[src/common/cache_pkg.sv]
`default_nettype none

package cache_pkg;

    // cache geometry
    // direct mapped, 16-byte lines, 1024 sets
    localparam int ADDR_W = 32;
    localparam int WORD_W = 32;
    localparam int LINE_W = 128;
    localparam int OFFSET_W = 4;
    localparam int INDEX_W = 10;
    localparam int TAG_W = ADDR_W - INDEX_W - OFFSET_W;

    // byte bits below the word select
    localparam int BYTE_OFF_W = $clog2(WORD_W / 8);
    localparam int NUM_SETS = 2 ** INDEX_W;

    // plain vectors with a meaning
    typedef logic [ADDR_W-1:0] addr_t;
    typedef logic [WORD_W-1:0] word_t;
    typedef logic [LINE_W-1:0] line_t;
    typedef logic [INDEX_W-1:0] index_t;
    typedef logic [TAG_W-1:0] tag_t;

    // cpu side request, held until ready
    typedef struct packed {
        addr_t addr;
        word_t data;
        // 1 means write
        logic  rw;
        logic  valid;
    } cpu_req_t;

    // cpu side result, ready is a one-cycle pulse
    typedef struct packed {
        word_t data;
        logic  ready;
    } cpu_res_t;

    // memory request, addr is line aligned
    typedef struct packed {
        addr_t addr;
        line_t data;
        logic  rw;
        logic  valid;
    } mem_req_t;

    // memory reply for reads
    typedef struct packed {
        line_t data;
        logic  ready;
    } mem_data_t;

    // one stored tag entry per set
    typedef struct packed {
        tag_t tag;
        logic valid;
        logic dirty;
    } tag_entry_t;

    // index and write enable into tag or data array
    typedef struct packed {
        index_t index;
        logic   we;
    } mem_ctl_t;

    // controller event pulses for the counters
    typedef struct packed {
        logic access;
        logic miss;
    } cache_evt_t;

endpackage

`default_nettype wire

[src/logic/cache_perf_counters.sv]
`default_nettype none

module cache_perf_counters
    import cache_pkg::*;
#(
    parameter int unsigned CNT_W = 32
) (
    input  wire logic       clk_i,
    input  wire logic       rst_ni,
    input  wire cache_evt_t evt_i,
    output logic [CNT_W-1:0] acc_count_o,
    output logic [CNT_W-1:0] miss_count_o
);

    logic [CNT_W-1:0] acc_q;
    logic [CNT_W-1:0] miss_q;

    // both counters stick at all ones
    // hits are accesses minus misses, outside
    always_ff @(posedge clk_i) begin
        if (!rst_ni) begin
            acc_q <= '0;
            miss_q <= '0;
        end else begin
            if (evt_i.access && (acc_q != '1)) begin
                acc_q <= acc_q + CNT_W'(1);
            end
            if (evt_i.miss && (miss_q != '1)) begin
                miss_q <= miss_q + CNT_W'(1);
            end
        end
    end

    assign acc_count_o = acc_q;
    assign miss_count_o = miss_q;

    // a miss is only ever flagged on a counted access
    a_miss_le_acc: assert property (
        @(posedge clk_i) disable iff (!rst_ni)
        miss_q <= acc_q
    );

endmodule

`default_nettype wire

[config.mk]
export PLATFORM = sky130hd
export DESIGN_NAME = cache_perf_counters
export DESIGN_NICKNAME = d
export VERILOG_FILES = /design/src/common/cache_pkg.sv /design/src/logic/cache_perf_counters.sv
export SDC_FILE = /design/constraint.sdc
export NUM_CORES = 1
export LEC_CHECK = 0
export BUFFER_PORTS_ARGS = -buffer_cell sky130_fd_sc_hd__buf_2
export CAP_MARGIN = 20
export CORE_MARGIN = 2
export CORE_UTILIZATION = 40
export DETAILED_ROUTE_END_ITERATION = 16
export PLACE_DENSITY = 0.65
export SYNTH_ARGS = -nofsm -noshare
export SYNTH_HDL_FRONTEND = slang
export SYNTH_SLANG_ARGS = --single-unit
[constraint.sdc]
create_clock -name clk_i -period 5.2 [get_ports clk_i]
set_input_delay 1.56 -clock clk_i [delete_from_list [all_inputs] [get_ports clk_i]]
set_output_delay 1.56 -clock clk_i [all_outputs]
set_load 0.01 [all_outputs]
# == Word level (Yosys, flattened, before mapping) ==
# Index checks and enable logic that the tools add are counted.
# totals
ff_bits,64
input_bits,4
# classes
add_sub_neg,2
eq_ne,2
reduce_logical,2
# ops
op,n
"adder 32 x 1 -> 32 bit, second input constant",2
"!= test 32 bit, second input constant",2
logical AND 1 bit,2

# == Logic depth before layout (Yosys ltp) ==
# depth
depth_word,2
depth_mapped,7

# == Worst setup path before layout ==
# Ideal clock, no wire load.
# synth_path
path_kind,in2reg
startpoint,input port evt_i[1] (netlist name)
endpoint,"register acc_q[19], in the netlist acc_count_o[19]"
setup_time_ns,0.072
t_arrival_ns,2.787
required_ns,5.128
path_slack_ns,2.342
stages,6
cell_sequence,nand3_1 -> or4_1 -> a21oi_1 -> buf_4 -> and3_1 -> mux2i_1
# synth_via
elab_chain_cells,1
# synth_rtl
element,line_no,rtl
start: declaration,cache_perf_counters.sv:10,"input wire cache_evt_t evt_i,"
logical AND 1 bit,cache_perf_counters.sv:25,if (evt_i.access && (acc_q != '1)) begin
end signal: assignment,cache_perf_counters.sv:26,acc_q <= acc_q + CNT_W'(1);
end: declaration,cache_perf_counters.sv:15,logic [CNT_W-1:0] acc_q;
# No other way between the ends.
# A chain may end at the register's enable or synchronous reset.

# == Worst setup path in the final report ==
# Ends and elaborated chain as after synthesis.

==> results.cfg <==
[outcome]
status = completed

[synthesis]
avgSynthCellArea_um2 = 8.56
seq_area_frac_synth_pct = 38.1
synth_nets = 399
ys_ff_latch = 64
synthFlopType = dfxtp_1
yosys.area.top_type = dfxtp_1
yosys-top-cells-count = dfxtp_1 (64), nand2_1 (44), a21oi_1 (33)
synth_top_area_share_pct = 38.1
syn_inst = 393
yosysUniqueCellTypes = 50
synth_edf_count = 0
synth_area_um2 = 3360
synth_most_common_cell = dfxtp_1
ys_top_cells_by_area = dfxtp_1 (38%), a21oi_1 (4.9%), nand2_1 (4.9%), mux2i_1 (4.5%), nand4_1 (3.9%)
yosysWarnings = 0
synth-async-reset-ratio_pct = 0

[setup_path]
critPathArrivalTime_ps = 3460
worstPathRequired_ps = 5470
start_kind = input pin
crit_type = in -> reg
path_cells = buf_2, nand3_1, or4_1, a21oi_1, and3_1, mux2i_1
cp-end-kind = flop
path_buf_inv = 1
slowest_stage = a21oi_1
max_stage_delay_ps = 680
cp_top_family = simple AND/OR/NAND/NOR gates
cp_max_fo = 11

[clock_tree]
cts.hold.buffers_added = 0
htree_levels = 3
cts_sinks = 64
post_cts_buffers = 0
cts_resized = 0
cts_buffers = 9
cts_tree = built
cts_root_buf = clkbuf_8
max-clock-path-buffers = 2
clock_latency_ps = 350
path_clk_slew_ps = 70

[die]
die-area_um2 = 9160
fp.dieH_um = 95.7
fp.dieW_um = 95.7
core_area_um2 = 8180
io_pins = 68
start_util_pct = 41.2
row_count = 33

[global_routing]
grt_pass1_vias = 2920
track_usage_pct = 19.0
grt_first_pass_wirelength_um = 13700
gr-total-overflow = 0
grt_start_max_net_pins = 39
grt_antenna_before_repair = 0

[route]
first_pass_iters = 4
detail-route-antenna-nets = 0
vias = 3237
via_per_inst = 5.70
routed_wl_um = 8230
drc = 0
drtIter0Drc = 85
wl_per_cell_um = 14.5

[sta]
fin_skew_ps = 10.5
drv_slew = 0
worstMarginPinSlew_ps = 937
maxSlewHeadroom_pct = 37.1
final.setup.tns_ps = 0
fin_crit_sh_pct = 61.4
post-route-min-period_ps = 3190
setup_viol = 0
holdWs_ps = 495
rsz0062_at_grt = false
fmax_mhz = 313
hold_viol_final = 0

[power_and_ir_drop]
power.density_nw_per_um2 = 263
peakVddDrop_uv = 130
p_leak_nw = 1.61
power_mw = 1.06

[cells_and_area]
syn2layout_area_growth_pct = 19.5
drive_gt1_share_pct = 22.5
nNetsFinal = 464
antenna_cells = 0

[hold_path]
min-delay-path-class = reg -> reg

[place]
place.gp.congestion = 0.782
place.port_buffers = 67
dp_hpwl_um = 5810

[run]
cap_violations = 0
flip-flops by register name (all words and copies together) (netlist names):
name,count
acc_count_o,32
miss_count_o,32
report_power, final:
| part | internal [mW] | leakage, nW | switching [mW] |
|---|---|---|---|
| clock | 0.332 | 0.124 | 0.197 |
| combinational | 0.00979 | 0.975 | 0.0201 |
| sequential | 0.493 | 0.516 | 0.00478 |
cells by family (layout without fill, tap and decap cells):
family	Yosys count	count (layout)	synth area share, %
AO/OA/AOI/OAI	82	82	15.0
XOR/XNOR	14	14	3.64
adder cells (fa/ha/maj)	2	2	0.744
buffers and inverters	21	91	2.79
flip-flops	64	64	38.1
multiplexers	15	15	4.46
AND/OR/NAND/NOR	195	195	35.3
worst min-delay path: cells and delay by family, from the launching register on:
| family | cells | cell delay, ps |
|---|---|---|
| flops | 1 | 330 |
| mux | 1 | 60 |
| simple gates | 1 | 60 |
worst paths after layout:
check,start,end,slack (ps),cells past startpoint
hold reg to reg,acc_count_o[1],acc_count_o[1],500,2
hold / removal,acc_count_o[1],acc_count_o[1],500,2
setup / recovery,evt_i[1],acc_count_o[19],2010,6
setup reg to reg,acc_count_o[4],acc_count_o[19],2610,5
per-layer routing:
layer	vias to the layer above	wire length [µm]	share of wire, %	track usage, %
li1	1598	-	-	-
met1	1526	3600	44	23.2
met2	103	3980	48	31.9
met3	10	522	6.3	4.46
met4	0	127	1.5	8.21
met5	-	0	0	0
layout make-up:
class / count / area [µm²]
timing repair buffer: 69 / 350
sequential: 64 / 1280
clock buffer: 11 / 141
inverter: 6 / 22.5
multi-input combinational: 308 / 1990
tap: 105 / 131
fill: 819 / 4160
clock inverter: 5 / 104
through the flow:
stage	util [%]	setup WS [ps]	area [µm²]	cells
6_report	49.2	2010	4020	568
5_1_grt	49.2	1850	4020	568
4_1_cts	49.2	2030	4020	568
3_5_place_dp	46.2	1670	3770	552
3_3_place_gp	46.2	1690	3770	552
2_1_floorplan	-	2340	3360	393
placed cells by master (no fill, tap or decap), types with 12 or more instances in the layout:
| master | Yosys | layout |
|---|---|---|
| or3_1 | 20 | 20 |
| a21oi_1 | 33 | 33 |
| nand2_1 | 44 | 44 |
| buf_2 | 5 | 67 |
| nand2b_1 | 13 | 13 |
| nand4_1 | 21 | 21 |
| xnor2_1 | 12 | 12 |
| nand3_1 | 21 | 21 |
| nor2_1 | 23 | 23 |
| mux2i_1 | 15 | 15 |
| dfxtp_1 | 64 | 64 |
| o21ai_0 | 24 | 24 |
(Power assumes the default switching activity.)
