$ cat config.mk
export PLATFORM = sky130hd
export DESIGN_NAME = cache_fsm
export DESIGN_NICKNAME = d
export VERILOG_FILES = /design/src/common/cache_pkg.sv /design/src/cache/cache_fsm.sv
export SDC_FILE = /design/constraint.sdc
export NUM_CORES = 1
export LEC_CHECK = 0
export BUFFER_PORTS_ARGS = -buffer_cell sky130_fd_sc_hd__buf_2
export CAP_MARGIN = 25
export CORE_AREA = 2 2 277 279
export CTS_BUF_LIST = sky130_fd_sc_hd__clkbuf_8
export DETAILED_ROUTE_END_ITERATION = 7
export DIE_AREA = 0 0 279 281
export GPL_TIMING_DRIVEN = 0
export MAX_ROUTING_LAYER = met4
export PLACE_DENSITY = 0.34
export SLEW_MARGIN = 20
export SYNTH_ARGS = -nofsm -noshare
export SYNTH_HDL_FRONTEND = slang
export SYNTH_SLANG_ARGS = --single-unit
$ cat constraint.sdc
create_clock -name clk_i -period 4.35 [get_ports clk_i]
set_clock_uncertainty 0.2 [all_clocks]
set_input_delay 0.87 -clock clk_i [delete_from_list [all_inputs] [get_ports clk_i]]
set_output_delay 0.87 -clock clk_i [all_outputs]
set_load 0.05 [all_outputs]
$ cat src/common/cache_pkg.sv
`default_nettype none

package cache_pkg;

    // cache geometry
    // direct mapped, 16-byte lines, 1024 sets
    localparam int ADDR_W = 32;
    localparam int WORD_W = 32;
    localparam int LINE_W = 128;
    localparam int OFFSET_W = 4;
    localparam int INDEX_W = 10;
    localparam int TAG_W = ADDR_W - INDEX_W - OFFSET_W;

    // byte bits below the word select
    localparam int BYTE_OFF_W = $clog2(WORD_W / 8);
    localparam int NUM_SETS = 2 ** INDEX_W;

    // plain vectors with a meaning
    typedef logic [ADDR_W-1:0] addr_t;
    typedef logic [WORD_W-1:0] word_t;
    typedef logic [LINE_W-1:0] line_t;
    typedef logic [INDEX_W-1:0] index_t;
    typedef logic [TAG_W-1:0] tag_t;

    // cpu side request, held until ready
    typedef struct packed {
        addr_t addr;
        word_t data;
        // 1 means write
        logic  rw;
        logic  valid;
    } cpu_req_t;

    // cpu side result, ready is a one-cycle pulse
    typedef struct packed {
        word_t data;
        logic  ready;
    } cpu_res_t;

    // memory request, addr is line aligned
    typedef struct packed {
        addr_t addr;
        line_t data;
        logic  rw;
        logic  valid;
    } mem_req_t;

    // memory reply for reads
    typedef struct packed {
        line_t data;
        logic  ready;
    } mem_data_t;

    // one stored tag entry per set
    typedef struct packed {
        tag_t tag;
        logic valid;
        logic dirty;
    } tag_entry_t;

    // index and write enable into tag or data array
    typedef struct packed {
        index_t index;
        logic   we;
    } mem_ctl_t;

    // controller event pulses for the counters
    typedef struct packed {
        logic access;
        logic miss;
    } cache_evt_t;

endpackage

`default_nettype wire

$ cat src/cache/cache_fsm.sv
`default_nettype none

module cache_fsm
    import cache_pkg::*;
(
    input  wire logic       clk_i,
    input  wire logic       rst_ni,
    input  wire cpu_req_t   cpu_req_i,
    input  wire mem_data_t  mem_data_i,
    input  wire tag_entry_t tag_rdata_i,
    input  wire line_t      data_rdata_i,
    output mem_ctl_t        tag_req_o,
    output tag_entry_t      tag_wdata_o,
    output mem_ctl_t        data_req_o,
    output line_t           data_wdata_o,
    output cpu_res_t        cpu_res_o,
    output mem_req_t        mem_req_o,
    output cache_evt_t      evt_o,
    output logic            busy_o
);

    typedef enum logic [1:0] {
        ST_IDLE,
        ST_COMPARE,
        ST_ALLOCATE,
        ST_WRITE_BACK
    } state_e;

    state_e state_q;
    state_e state_d;

    // fields of the current cpu address
    index_t req_index;
    tag_t req_tag;
    logic [OFFSET_W-BYTE_OFF_W-1:0] word_sel;

    logic hit;
    logic victim_dirty;

    // old line address kept for the write-back cycle
    addr_t victim_addr_q;

    assign req_index = cpu_req_i.addr[OFFSET_W +: INDEX_W];
    assign req_tag = cpu_req_i.addr[ADDR_W-1 -: TAG_W];
    assign word_sel = cpu_req_i.addr[OFFSET_W-1:BYTE_OFF_W];

    // hit needs a valid entry with matching tag
    assign hit = tag_rdata_i.valid && (tag_rdata_i.tag == req_tag);
    assign victim_dirty = tag_rdata_i.valid && tag_rdata_i.dirty;

    always_comb begin
        // stay put unless told otherwise
        state_d = state_q;

        // both arrays indexed by the cpu address
        tag_req_o.index = req_index;
        tag_req_o.we = 1'b0;
        data_req_o.index = req_index;
        data_req_o.we = 1'b0;

        // default tag write keeps the stored entry
        tag_wdata_o = tag_rdata_i;

        // default line write merges the cpu word
        data_wdata_o = data_rdata_i;
        data_wdata_o[word_sel*WORD_W +: WORD_W] = cpu_req_i.data;

        // read word picked from the stored line
        cpu_res_o.data = data_rdata_i[word_sel*WORD_W +: WORD_W];
        cpu_res_o.ready = 1'b0;

        // line fill request for the cpu address
        mem_req_o.addr = {req_tag, req_index, {OFFSET_W{1'b0}}};
        mem_req_o.data = data_rdata_i;
        mem_req_o.rw = 1'b0;
        mem_req_o.valid = 1'b0;

        evt_o.access = 1'b0;
        evt_o.miss = 1'b0;
        busy_o = 1'b0;

        case (state_q)
            ST_IDLE: begin
                // new request is counted once here
                if (cpu_req_i.valid) begin
                    evt_o.access = 1'b1;
                    state_d = ST_COMPARE;
                end
            end

            ST_COMPARE: begin
                if (hit) begin
                    cpu_res_o.ready = 1'b1;
                    if (cpu_req_i.rw) begin
                        // write hit merges the word and marks the line dirty
                        data_req_o.we = 1'b1;
                        tag_req_o.we = 1'b1;
                        tag_wdata_o.valid = 1'b1;
                        tag_wdata_o.dirty = 1'b1;
                    end
                    state_d = ST_IDLE;
                end else begin
                    busy_o = 1'b1;
                    evt_o.miss = 1'b1;

                    // install new tag now
                    // the data array still holds the victim line
                    tag_req_o.we = 1'b1;
                    tag_wdata_o.tag = req_tag;
                    tag_wdata_o.valid = 1'b1;
                    tag_wdata_o.dirty = cpu_req_i.rw;

                    if (victim_dirty) begin
                        // victim goes out first
                        state_d = ST_WRITE_BACK;
                    end else begin
                        // clean or empty victim is simply replaced
                        mem_req_o.valid = 1'b1;
                        state_d = ST_ALLOCATE;
                    end
                end
            end

            ST_WRITE_BACK: begin
                busy_o = 1'b1;

                // single cycle write that memory takes now
                mem_req_o.addr = victim_addr_q;
                mem_req_o.rw = 1'b1;
                mem_req_o.valid = 1'b1;
                state_d = ST_ALLOCATE;
            end

            ST_ALLOCATE: begin
                busy_o = 1'b1;

                // read request held until memory answers
                mem_req_o.valid = 1'b1;
                if (mem_data_i.ready) begin
                    data_wdata_o = mem_data_i.data;
                    data_req_o.we = 1'b1;
                    // re-compare so a write miss merges its word
                    state_d = ST_COMPARE;
                end
            end

            default: begin
                state_d = ST_IDLE;
            end
        endcase
    end

    always_ff @(posedge clk_i) begin
        if (!rst_ni) begin
            state_q <= ST_IDLE;
        end else begin
            state_q <= state_d;
        end
    end

    // victim address captured on the miss compare
    always_ff @(posedge clk_i) begin
        if (state_q == ST_COMPARE && !hit) begin
            victim_addr_q <= {tag_rdata_i.tag, req_index, {OFFSET_W{1'b0}}};
        end
    end

    // cpu ready never shares a cycle with a memory request
    // and follows a pending fill only once memory has answered it
    a_no_ready_with_mem: assert property (
        @(posedge clk_i) disable iff (!rst_ni)
        cpu_res_o.ready |-> !mem_req_o.valid
            && (!$past(mem_req_o.valid) || $past(mem_data_i.ready))
    );

    a_state_known: assert property (
        @(posedge clk_i) disable iff (!rst_ni)
        !$isunknown(state_q)
    );

endmodule

`default_nettype wire

**Word level (Yosys, flattened, before mapping)**

Index checks and enable logic that the tools add are counted.
W data, S select, Z words.

- $add $sub $neg: 1
- Equality and inequality tests: 6
- Shift operators: 3
- Mux-type cells: 30
- Reduce and logical (&&, ||, !) cells: 7

Operators by type and width:

| kind | count |
|---|---|
| $mux W128 | 2 |
| $bwmux W128 | 1 |
| $shift A32 B34 Y128 const A | 1 |
| $shiftx A128 B8 Y32 | 1 |
| $shiftx A32 B34 Y128 | 1 |
| $neg A7 Y34 | 1 |
| $mux W32 | 1 |
| $mux W20 | 1 |
| $eq A18 B18 Y1 | 1 |
| $mux W18 | 1 |
| $mux W1 | 15 |
| $mux W2 | 5 |
| $pmux W2 S4 | 1 |
| $pmux W1 S2 | 3 |
| $eq A2 B2 Y1 const B | 2 |
| $ne A2 B2 Y1 const B | 2 |
| $logic_and A1 B1 Y1 | 3 |
| $eq A2 B1 Y1 const B | 1 |
| $logic_not A2 Y1 | 1 |
| $reduce_and A2 Y1 | 1 |
| $reduce_or A2 Y1 | 1 |
| $logic_not A1 Y1 | 1 |

- Bits in registers: 30
- Bits of input ports: 345
- Output and inout port bits: 368
- Logic and storage cells: 49

**Longest topological paths before layout**

Gate-level depths: netlist of run 1.

- Depth after elaboration: 5
- Mapped depth: 9
- Mapped depth without buffers: 7

**Worst setup path before layout of run 1**

Ideal clock, no wire load.

- Path kind: input -> output
- Start point: input port cpu_req_i[37] (netlist name)
- End point: output port data_wdata_o[66]
- Arrival: 3.780 ns
- Data required time: 3.280 ns
- Path slack: -0.500 ns
- Cell stages on the path: 9
- Buffers on the path: 4
- Cell sequence: clkbuf_1 -> clkbuf_1 -> inv_1 -> ha_1 -> nor4bb_1 -> clkbuf_1 -> clkbuf_1 -> a21oi_1 -> o21ai_0

- Word-level cells in the longest chain between the ends: 5
- Elaborated cells on any way between the ends: 6

RTL lines:

| what | RTL line | text |
|---|---|---|
| start, declared | cache_fsm.sv:8 | `input wire cpu_req_t cpu_req_i,` |
| $neg A7 Y34 (*) | cache_fsm.sv:66 | `data_wdata_o[word_sel*WORD_W +: WORD_W] = cpu_req_i.data;` |
| $shiftx A32 B34 Y128 / $shift A32 B34 Y128 (equally long branches) | cache_fsm.sv:66 |  |
| $bwmux W128 (*) | cache_fsm.sv:66 |  |
| $mux W128 | cache_fsm.sv:139 | `if (mem_data_i.ready) begin` |
| $mux W128 (*) | cache_fsm.sv:82 | `case (state_q)` |
| end, declared | cache_fsm.sv:15 | `output line_t data_wdata_o,` |

Every way passes the cells marked *; elsewhere a longest branch is shown, timed or not.

**Worst setup path after layout of run 1**

- Start point: input port cpu_req_i[37] (netlist name)
- End point: output port data_wdata_o[8]

The elaborated chain is that of the path after synthesis.

==> flow_summary.json, run 1 <==
{
  "outcome": "finished, final reports clean",
  "wirelength_um": 62600,
  "clock-sinks": 30,
  "synth_seq_cells": 30,
  "syn_area_um2": 6700,
  "critPathLaunchType": "input port",
  "multi_input_area_um2": 4790,
  "initial_utilization_pct": 8.88,
  "ys_types": 41,
  "final_common_cell": "buf_2",
  "dpl.hpwl_um": 53100,
  "holdBufCountCts": 0,
  "gp_congestion": 0.860,
  "grt_pass1_wl_um": 80500,
  "avgSynthCellArea_um2": 7.35,
  "path_cells": "buf_2 > buf_8 > clkbuf_16 > inv_1 > ha_4 > clkbuf_1 > nor2b_1 > a21oi_1 > o21ai_2 > buf_4",
  "synth_top_area_share_pct": 17.0,
  "yosysWarningCount": 0,
  "first_global_vias": 9842,
  "root_buffer": "clkbuf_8",
  "fp.coreArea_um2": 75400,
  "grt_overflow": 0,
  "hold_path.class": "flop to flop",
  "relSlewSlack_pct": 36.7,
  "synthCells": 911,
  "antenna_found_initial": 9,
  "rr_startpoint": "state_q[1]",
  "reg2reg_to": "victim_addr_q[29]",
  "slew_violations": 0,
  "fin_crit_sh_pct": 97.7,
  "power.static_leakage_nw": 5.84,
  "htreeDepth": 2,
  "dr_total_vias": 9698,
  "cts_buffers": 5,
  "syn2layout_area_growth_pct": 84.0,
  "hold_path_depth": 2,
  "cts_tree": "yes",
  "via_per_inst": 3.70,
  "drv_cap": 0,
  "power.total_mw": 4.53,
  "nNetsFinal": 1993,
  "cts_max_path_buffers": 2,
  "drt_first_pass_iters": 5,
  "finalWorstSetupSlack_ns": 0.0992,
  "die_area_um2": 78400,
  "endpoint_kind": "primary output",
  "dieHeight_um": 281,
  "final_cell_mix": "buf_2, buf_4, nand2_1",
  "fin_cells": 2620,
  "holdPathEnd": "state_q[0]",
  "critPathRequiredTime_ns": 3.28,
  "tightest_slew_ns": 0.949,
  "crit_fanout": 10,
  "drt_iter0_drc": 392,
  "layout-drive-gt1-share_pct": 67.7,
  "hp-start": "state_q[0]",
  "yosysTopAreaCell": "buf_4",
  "antenna_left": 0,
  "ys_seq_area_share_pct": 13.2,
  "max_stage_delay_ns": 0.58,
  "cp.arrival_ns": 3.18,
  "insertion_delay_ns": 0.29,
  "post_drt_wl_per_cell_um": 23.9,
  "r2r_slack_ns": 2.10,
  "setup_viol": 0,
  "path_clk_slew_ns": 0.07,
  "hold_viol": 0,
  "fmax_mhz": 235,
  "r2r_cells": 5,
  "die_width_um": 279,
  "fillers": 8737,
  "dp.cells": 2602,
  "min_period_ns": 4.25,
  "pre_cts_ws_ns": -2.52,
  "grtUsageTotal_pct": 15.4,
  "ir_drop_v": 0.000190,
  "regArea_um2": 881,
  "synth_top_cells_by_area": "buf_4, edfxtp_1, nor2b_1",
  "grt_start_max_net_pins": 30,
  "power_density_nw_per_um2": 367,
  "rsz0062_at_grt": "true",
  "num_rows": 101,
  "ios": 713,
  "crit_slowest_cell": "clkbuf_1",
  "post-route-drc-count": 0,
  "portBuffers": 706,
  "crit_type": "input port to primary output"
}
[metal layers]
| metal | routed length, um | global-route usage [%] | up-vias |
|---|---|---|---|
| li1 | - | - | 4470 |
| met2 | 31400 | 26.9 | 572 |
| met5 | 0 | - | - |
| met4 | 1530 | 3.94 | 0 |
| met3 | 3770 | 2.31 | 55 |
| met1 | 26000 | 18.4 | 4601 |
[synthesized netlist by cell type, drive strengths merged]
cell type	count
a211o	1
a21oi	131
a22o	2
and2	3
and3	1
and4b	1
buf	165
clkbuf	55
conb	1
dfxtp	2
edfxtp	28
ha	10
inv	8
mux2	46
mux2i	1
mux4	32
nand2	130
nand3	1
nand4	1
nor2	3
nor2b	128
nor3	2
nor4	3
nor4b	1
nor4bb	2
o211ai	1
o21ai	129
o22ai	2
o31a	1
o32ai	1
or2	1
xnor2	1
xor2	17
[per-stage QoR]
stage | instance area, um^2 | hold WS (ns) | utilization, % | setup TNS [ns]
2_1_floorplan | 7040 | 0.357 | - | -0.125
3_3_place_gp | 11800 | 0.388 | 15.6 | -325.17
3_5_place_dp | 11900 | 0.382 | 15.8 | -219.34
4_1_cts | 12300 | 0.400 | 16.3 | 0
5_1_grt | 12300 | 0.477 | 16.3 | 0
6_report | 12300 | 0.400 | 16.3 | 0
[kinds of logic (layout without fill, tap and decap cells)]
group	after synthesis	after routing	share of synthesized area, %
buffers and inverters	228	953	21.7
other	1	7	0.0560
multiplexers	79	79	19.0
flip-flops	30	30	13.2
AO/OA/AOI/OAI	268	268	20.6
XOR/XNOR	18	18	2.35
AND/OR/NAND/NOR	277	277	21.3
adder cells (fa/ha/maj)	10	10	1.87
[power breakdown]
group / leakage [nW] / total, mW / switching (mW) / internal (mW)
Sequential: 0.279 / 0.461 / 0.0257 / 0.435
Combinational: 5.51 / 3.83 / 2.83 / 1.00
Clock: 0.0468 / 0.232 / 0.124 / 0.108
[registers in the layout, summed over array words and instances, names as in the netlist]
register	cells
state_q	2
victim_addr_q	28
[how the worst max path moves through the flow]
stage                  start                to  slack [ns]  cells past startpoint
3_3_place_gp   cpu_req_i[37]  data_wdata_o[86]       -3.04                     11
6_report       cpu_req_i[37]   data_wdata_o[8]         0.1                     10
5_1_grt        cpu_req_i[36]  data_wdata_o[64]       0.007                     11
3_5_place_dp   cpu_req_i[37]  data_wdata_o[86]       -2.52                     11
2_1_floorplan  cpu_req_i[37]  data_wdata_o[66]       -0.12                      9
4_1_cts        cpu_req_i[36]  data_wdata_o[92]       0.004                     10
[final cells by class]
type                    instances  share of cell area, %
clock buffers                   5                  0.558
well taps                     978                   9.93
clock inverters                 3                  0.102
plain buffers                 216                   12.7
inverters                       8                  0.244
flip-flops and latches         30                   7.15
repair buffers                721                   30.4
diodes                          3                 0.0609
multi-input cells             656                   38.9
[timing repair]
item                       4_1_cts  5_1_grt
pin swaps                        1        0
gates resized for setup         82       15
setup endpoints to repair      129       75
buffers inserted                 9        0
hold endpoints to repair         0        0
[worst max-delay path, delay by kind of cell]
kind                     cells  cell delay [ns]
adder cells (fa/ha/maj)      1             0.24
buffers and inverters        6             1.41
AND/OR/NAND/NOR              1             0.10
AO/OA/AOI/OAI                2             0.53
No activity file was read; power rests on OpenSTA's default activity.
==> run 2: changes to the inputs <==
--- a/config.mk
+++ b/config.mk
@@ -13,7 +13,6 @@
 export DIE_AREA = 0 0 279 281
 export GPL_TIMING_DRIVEN = 0
 export MAX_ROUTING_LAYER = met4
-export PLACE_DENSITY = 0.34
 export SLEW_MARGIN = 20
 export SYNTH_ARGS = -nofsm -noshare
 export SYNTH_HDL_FRONTEND = slang
==> flow_summary.json, run 2 (same netlist as run 1, synthesis figures left out) <==
{
  "critPathLaunchType": "input port",
  "top_register": "victim_addr_q",
  "multi_input_area_um2": 4800,
  "path_cells": "buf_2 > clkbuf_16 > clkbuf_16 > buf_16 > clkinvlp_4 > ha_4 > nor4b_4 > buf_4 > buf_4 > a21oi_1 > o21ai_1 > buf_4",
  "portBuffers": 706,
  "grt_pass1_wl_um": 81200,
  "drv_cap": 0,
  "path_clk_slew_ns": 0.07,
  "dieHeight_um": 281,
  "cp.arrival_ns": 3.20,
  "cts_max_path_buffers": 2,
  "fp.coreArea_um2": 75400,
  "post_drt_wl_per_cell_um": 24.4,
  "slew_violations": 0,
  "ios": 713,
  "power.static_leakage_nw": 5.97,
  "r2r_slack_ns": 2.13,
  "layout-drive-gt1-share_pct": 68.5,
  "crit_slowest_cell": "nor4b_4",
  "cp_common_cell": "buf_4",
  "endpoint_kind": "primary output",
  "fin_crit_sh_pct": 98.2,
  "drt_first_pass_iters": 5,
  "cts_tree": "yes",
  "crit_end": "data_wdata_o[114]",
  "syn2layout_area_growth_pct": 89.0,
  "die_width_um": 279,
  "clock-sinks": 30,
  "gp_congestion": 0.951,
  "largest_register_ffs": 28,
  "crit_type": "input port to primary output",
  "whs_ns": 0.405,
  "grt_overflow": 0,
  "tightest_slew_ns": 1.08,
  "top_regs": "victim_addr_q x28, state_q x2",
  "rsz0062_at_grt": "false",
  "die_area_um2": 78400,
  "wirelength_um": 64200,
  "fmax_mhz": 234,
  "insertion_delay_ns": 0.28,
  "grt_start_max_net_pins": 30,
  "post-route-drc-count": 0,
  "crit_start": "cpu_req_i[37]",
  "relSlewSlack_pct": 27.9,
  "via_per_inst": 3.80,
  "antenna_left": 0,
  "first_global_vias": 9625,
  "hp-start": "state_q[0]",
  "power.total_mw": 4.61,
  "regArea_um2": 881,
  "holdBufCountCts": 0,
  "ir_drop_v": 0.000240,
  "dpl.hpwl_um": 53300,
  "hold_viol": 0,
  "reg2reg_to": "victim_addr_q[20]",
  "grtUsageTotal_pct": 15.7,
  "num_rows": 101,
  "drt_iter0_drc": 727,
  "final_common_cell": "buf_2",
  "htreeDepth": 2,
  "min_period_ns": 4.27,
  "crit_fanout": 10,
  "nNetsFinal": 2004,
  "hold_path.class": "flop to flop",
  "fillers": 8675,
  "final_cell_mix": "buf_2, buf_4, nand2_1",
  "initial_utilization_pct": 8.88,
  "root_buffer": "clkbuf_8",
  "r2r_cells": 5,
  "max_stage_delay_ns": 0.32,
  "dr_total_vias": 10000,
  "cts_buffers": 5,
  "critPathRequiredTime_ns": 3.28,
  "rr_startpoint": "state_q[1]",
  "setup_viol": 0,
  "power_density_nw_per_um2": 364,
  "antenna_found_initial": 13,
  "outcome": "finished, final reports clean"
}
==> run 2: routing by layer <==
metal / global-route usage (%) / vias up / wire length (um) / part of all wire [%]
met3: 3.65 / 128 / 4880 / 7.6
met2: 25.8 / 705 / 30000 / 47
met1: 18.8 / 4671 / 26900 / 42
met5: - / - / 0 / 0
li1: - / 4503 / - / -
met4: 5.71 / 0 / 2500 / 3.9
==> run 2: final cells by class <==
type	instances	area share, %
sequential	30	6.96
clock buffer	5	0.544
multi-input combinational	656	37.9
antenna	5	0.0988
tap	978	9.67
clock inverter	3	0.128
inverter	8	0.267
timing repair buffer	730	31.6
buffer	218	12.7
==> run 2: critical path: cells and delay by family <==
kind            cells  cell delay, ns
fa+ha+maj           1            0.28
compound gates      2            0.33
buf+inv             8            1.36
simple gates        1            0.32
==> run 2: repair_timing <==
item / 4_1_cts / 5_1_grt
cloned: 0 / 0
buffers inserted: 9 / 3
pin swaps: 1 / 1
endpoints found under the setup margin: 128 / 74
gates resized for setup: 128 / 34
==> run 2: stage by stage <==
step | instance area (um^2) | setup WS, ns | setup TNS, ns | utilization [%] | cells
floorplan | 7040 | -0.125 | -0.125 | - | 914
global placement | 11800 | -3.31 | -375.15 | 15.6 | 2598
detailed placement | 12000 | -2.22 | -214.26 | 15.9 | 2609
CTS | 12500 | -0.0125 | -0.0125 | 16.6 | 2624
global route | 12700 | 0.00782 | 0 | 16.8 | 2633
finish | 12700 | 0.0783 | 0 | 16.8 | 2633
==> run 2: worst min path at each step <==
stage                      end  slack [ns]  cells past startpoint
floorplan           state_q[0]        0.36                      2
global placement    state_q[0]        0.38                      2
detailed placement  state_q[0]        0.39                      2
CTS                 state_q[0]        0.40                      2
global route        state_q[0]        0.42                      2
finish              state_q[0]        0.40                      2
==> run 2: power breakdown <==
part | total, mW | internal, mW | switching [mW]
clock network | 0.226 | 0.109 | 0.117
logic | 3.92 | 1.07 | 2.86
registers | 0.458 | 0.435 | 0.0238
total | 4.61 | 1.61 | 3.00
==> run 3: changes to the inputs <==
--- a/config.mk
+++ b/config.mk
@@ -5,14 +5,16 @@
 export SDC_FILE = /design/constraint.sdc
 export NUM_CORES = 1
 export LEC_CHECK = 0
+export ABC_AREA = 1
 export BUFFER_PORTS_ARGS = -buffer_cell sky130_fd_sc_hd__buf_2
 export CAP_MARGIN = 25
-export CORE_AREA = 2 2 277 279
+export CORE_AREA = 2 2 275 277
 export CTS_BUF_LIST = sky130_fd_sc_hd__clkbuf_8
 export DETAILED_ROUTE_END_ITERATION = 7
-export DIE_AREA = 0 0 279 281
+export DIE_AREA = 0 0 277 279
 export GPL_TIMING_DRIVEN = 0
 export MAX_ROUTING_LAYER = met4
+export SKIP_LAST_GASP = 1
 export SLEW_MARGIN = 20
 export SYNTH_ARGS = -nofsm -noshare
 export SYNTH_HDL_FRONTEND = slang
==> flow_summary.json, run 3 <==
{
  "gp_congestion": 0.921,
  "reg2reg_to": "victim_addr_q[13]",
  "crit_slowest_cell": "a21oi_1",
  "power.static_leakage_nw": 6.49,
  "holdPathEnd": "state_q[0]",
  "dieHeight_um": 279,
  "power.total_mw": 4.98,
  "nNetsFinal": 2401,
  "p_int_mw": 1.52,
  "cp.arrival_ns": 3.23,
  "insertion_delay_ns": 0.30,
  "outcome": "finished, final reports clean",
  "syn_area_um2": 6990,
  "synth_flop_cell": "edfxtp_1",
  "synth_seq_cells": 30,
  "top_register": "victim_addr_q",
  "setup_viol": 0,
  "hp-start": "state_q[0]",
  "hold_viol": 0,
  "clock-sinks": 30,
  "fp.coreArea_um2": 74100,
  "grt_pass1_wl_um": 101000,
  "r2r_slack_ns": 2.17,
  "synth_top_cells_by_area": "buf_4, nor2_1, a21oi_1",
  "post_drt_wl_per_cell_um": 25.9,
  "tns_ns": 0,
  "via_per_inst": 4.14,
  "layout-drive-gt1-share_pct": 47.8,
  "ys_seq_area_share_pct": 12.6,
  "synth_top_cells_by_count": "nor2_1, nand2_1, a21oi_1",
  "tightest_slew_ns": 1.13,
  "hold_path_depth": 2,
  "drv_cap": 0,
  "htreeDepth": 2,
  "rr_startpoint": "state_q[1]",
  "path_buf_inv": 9,
  "dp.cells": 2997,
  "min_period_ns": 4.30,
  "fmax_mhz": 232,
  "combPwrFrac_pct": 85.5,
  "sw_frac_of_total_pct": 69.5,
  "largest_register_ffs": 28,
  "first_global_vias": 11700,
  "path_cells": "buf_2 > buf_12 > inv_2 > buf_12 > buf_16 > ha_1 > inv_4 > nor4_4 > buf_4 > buf_6 > nand2_1 > a21oi_1 > buf_4",
  "slew_violations": 0,
  "antenna_left": 0,
  "whs_ns": 0.389,
  "syn2layout_area_growth_pct": 79.8,
  "critPathTopFamily": "buffers and inverters",
  "max_stage_delay_ns": 0.32,
  "power_density_nw_per_um2": 397,
  "die_width_um": 277,
  "final_common_cell": "buf_2",
  "drt_first_pass_iters": 5,
  "fin_crit_sh_pct": 98.9,
  "synth_top_area_share_pct": 16.3,
  "ir_drop_v": 0.000146,
  "crit_fanout": 10,
  "dpl.hpwl_um": 64200,
  "top_regs": "victim_addr_q x28, state_q x2",
  "p_seq_share_pct": 8.8,
  "synth-async-reset-ratio_pct": 0,
  "grtUsageTotal_pct": 19.7,
  "antenna_found_initial": 17,
  "grt_overflow": 0,
  "ios": 713,
  "wirelength_um": 78600,
  "r2r_cells": 5,
  "ys_types": 21,
  "cts_buffers": 5,
  "synth.most_common_cell": "nor2_1",
  "holdBufCountCts": 0,
  "path_clk_slew_ns": 0.08,
  "root_buffer": "clkbuf_8",
  "yosysWarningCount": 0,
  "synthCells": 1306,
  "hold_path.class": "flop to flop",
  "initial_utilization_pct": 9.44,
  "p_switching_mw": 3.46,
  "yosysTopAreaCell": "buf_4",
  "critPathLaunchType": "input port",
  "portBuffers": 706,
  "fin_cells": 3030,
  "synth_edf_count": 28,
  "critPathRequiredTime_ns": 3.28,
  "clockPowerShare_pct": 5.7,
  "crit_type": "input port to primary output",
  "num_rows": 100,
  "relSlewSlack_pct": 25.0,
  "cts_max_path_buffers": 2,
  "cts_tree": "yes",
  "endpoint_kind": "primary output",
  "die_area_um2": 77300,
  "grt_start_max_net_pins": 30,
  "avgSynthCellArea_um2": 5.35,
  "dr_total_vias": 12500,
  "drt_iter0_drc": 1079,
  "post-route-drc-count": 0,
  "final_cell_mix": "buf_2, nor2_1, nand2_1"
}
[run 3: cell count changes after synthesis, moves of 11 or more]
cell	before	now
mux4_2	32	0
a31oi_1	0	33
o21ai_1	4	18
nor2_1	3	285
o22ai_1	2	33
mux2_2	40	0
nor2b_1	128	0
nand2_1	130	236
a21oi_1	131	181
xor2_1	17	0
inv_2	0	11
clkbuf_1	55	70
inv_1	8	79
[run 3: cell type report]
| class | instances | area, um^2 |
|---|---|---|
| repair buffers | 730 | 3880 |
| diodes | 14 | 35.0 |
| fillers | 8749 | 61500 |
| plain buffers | 244 | 1710 |
| well taps | 969 | 1210 |
| clock buffers | 8 | 110 |
| multi-input cells | 945 | 4380 |
| inverters | 90 | 352 |
| flip-flops and latches | 30 | 881 |
[run 3: routing by layer]
layer  vias up  wire length, um  global-route usage, %
li1       5620                -                      -
met1      5811            31800                   23.3
met2       932            35400                   31.2
met3       184             7450                   5.50
met4         0             4020                   8.79
met5         -                0                      -
[run 3: cells by family after synthesis]
| logic type | count (synthesis) | share of synthesized area, % |
|---|---|---|
| DFF | 30 | 12.6 |
| other | 1 | 0.0536 |
| adders and majority gates | 10 | 1.79 |
| AOI/OAI and AO/OA | 399 | 29.7 |
| buffers and inverters | 334 | 26.7 |
| and+or+nand+nor | 532 | 29.1 |
[run 3: power groups by stage]
| stage | Sequential (mW) | Clock [mW] | Combinational [mW] |
|---|---|---|---|
| 2_1_floorplan | 0.441 | 0 | 2.73 |
| 3_3_place_gp | 0.445 | 0 | 4.12 |
| 3_5_place_dp | 0.446 | 0 | 4.15 |
| 4_1_cts | 0.440 | 0.290 | 4.23 |
| 5_1_grt | 0.449 | 0.308 | 4.44 |
| 6_report | 0.440 | 0.283 | 4.26 |
[run 3: worst min-delay path: stages (launching register included)]
cell and delay (ns):
dfxtp_1 0.34, o21ai_0 0.17, a21oi_1 0.04
[run 3: worst max-delay path by stage]
stage	cells after the start	end	from
finish	13	data_wdata_o[5]	cpu_req_i[36]
global route	13	data_wdata_o[16]	cpu_req_i[36]
CTS	8	data_wdata_o[122]	cpu_req_i[37]
detailed placement	11	data_wdata_o[122]	cpu_req_i[36]
global placement	11	data_wdata_o[121]	cpu_req_i[37]
floorplan	9	data_wdata_o[10]	cpu_req_i[36]
[run 3: stage by stage]
| step | utilization [%] | worst slack (ns) | instance area [um^2] |
|---|---|---|---|
| 2_1_floorplan | - | 0.122 | 7000 |
| 3_3_place_gp | 15.9 | -2.13 | 11700 |
| 3_5_place_dp | 16.1 | -1.63 | 11900 |
| 4_1_cts | 16.8 | -0.0795 | 12400 |
| 5_1_grt | 16.9 | -0.0275 | 12600 |
| 6_report | 17.0 | 0.0459 | 12600 |
[run 3: timing repair]
action	in CTS	in global routing
pin swaps	2	1
setup endpoints to repair	129	62
buffers inserted	10	0
resized for setup	93	41
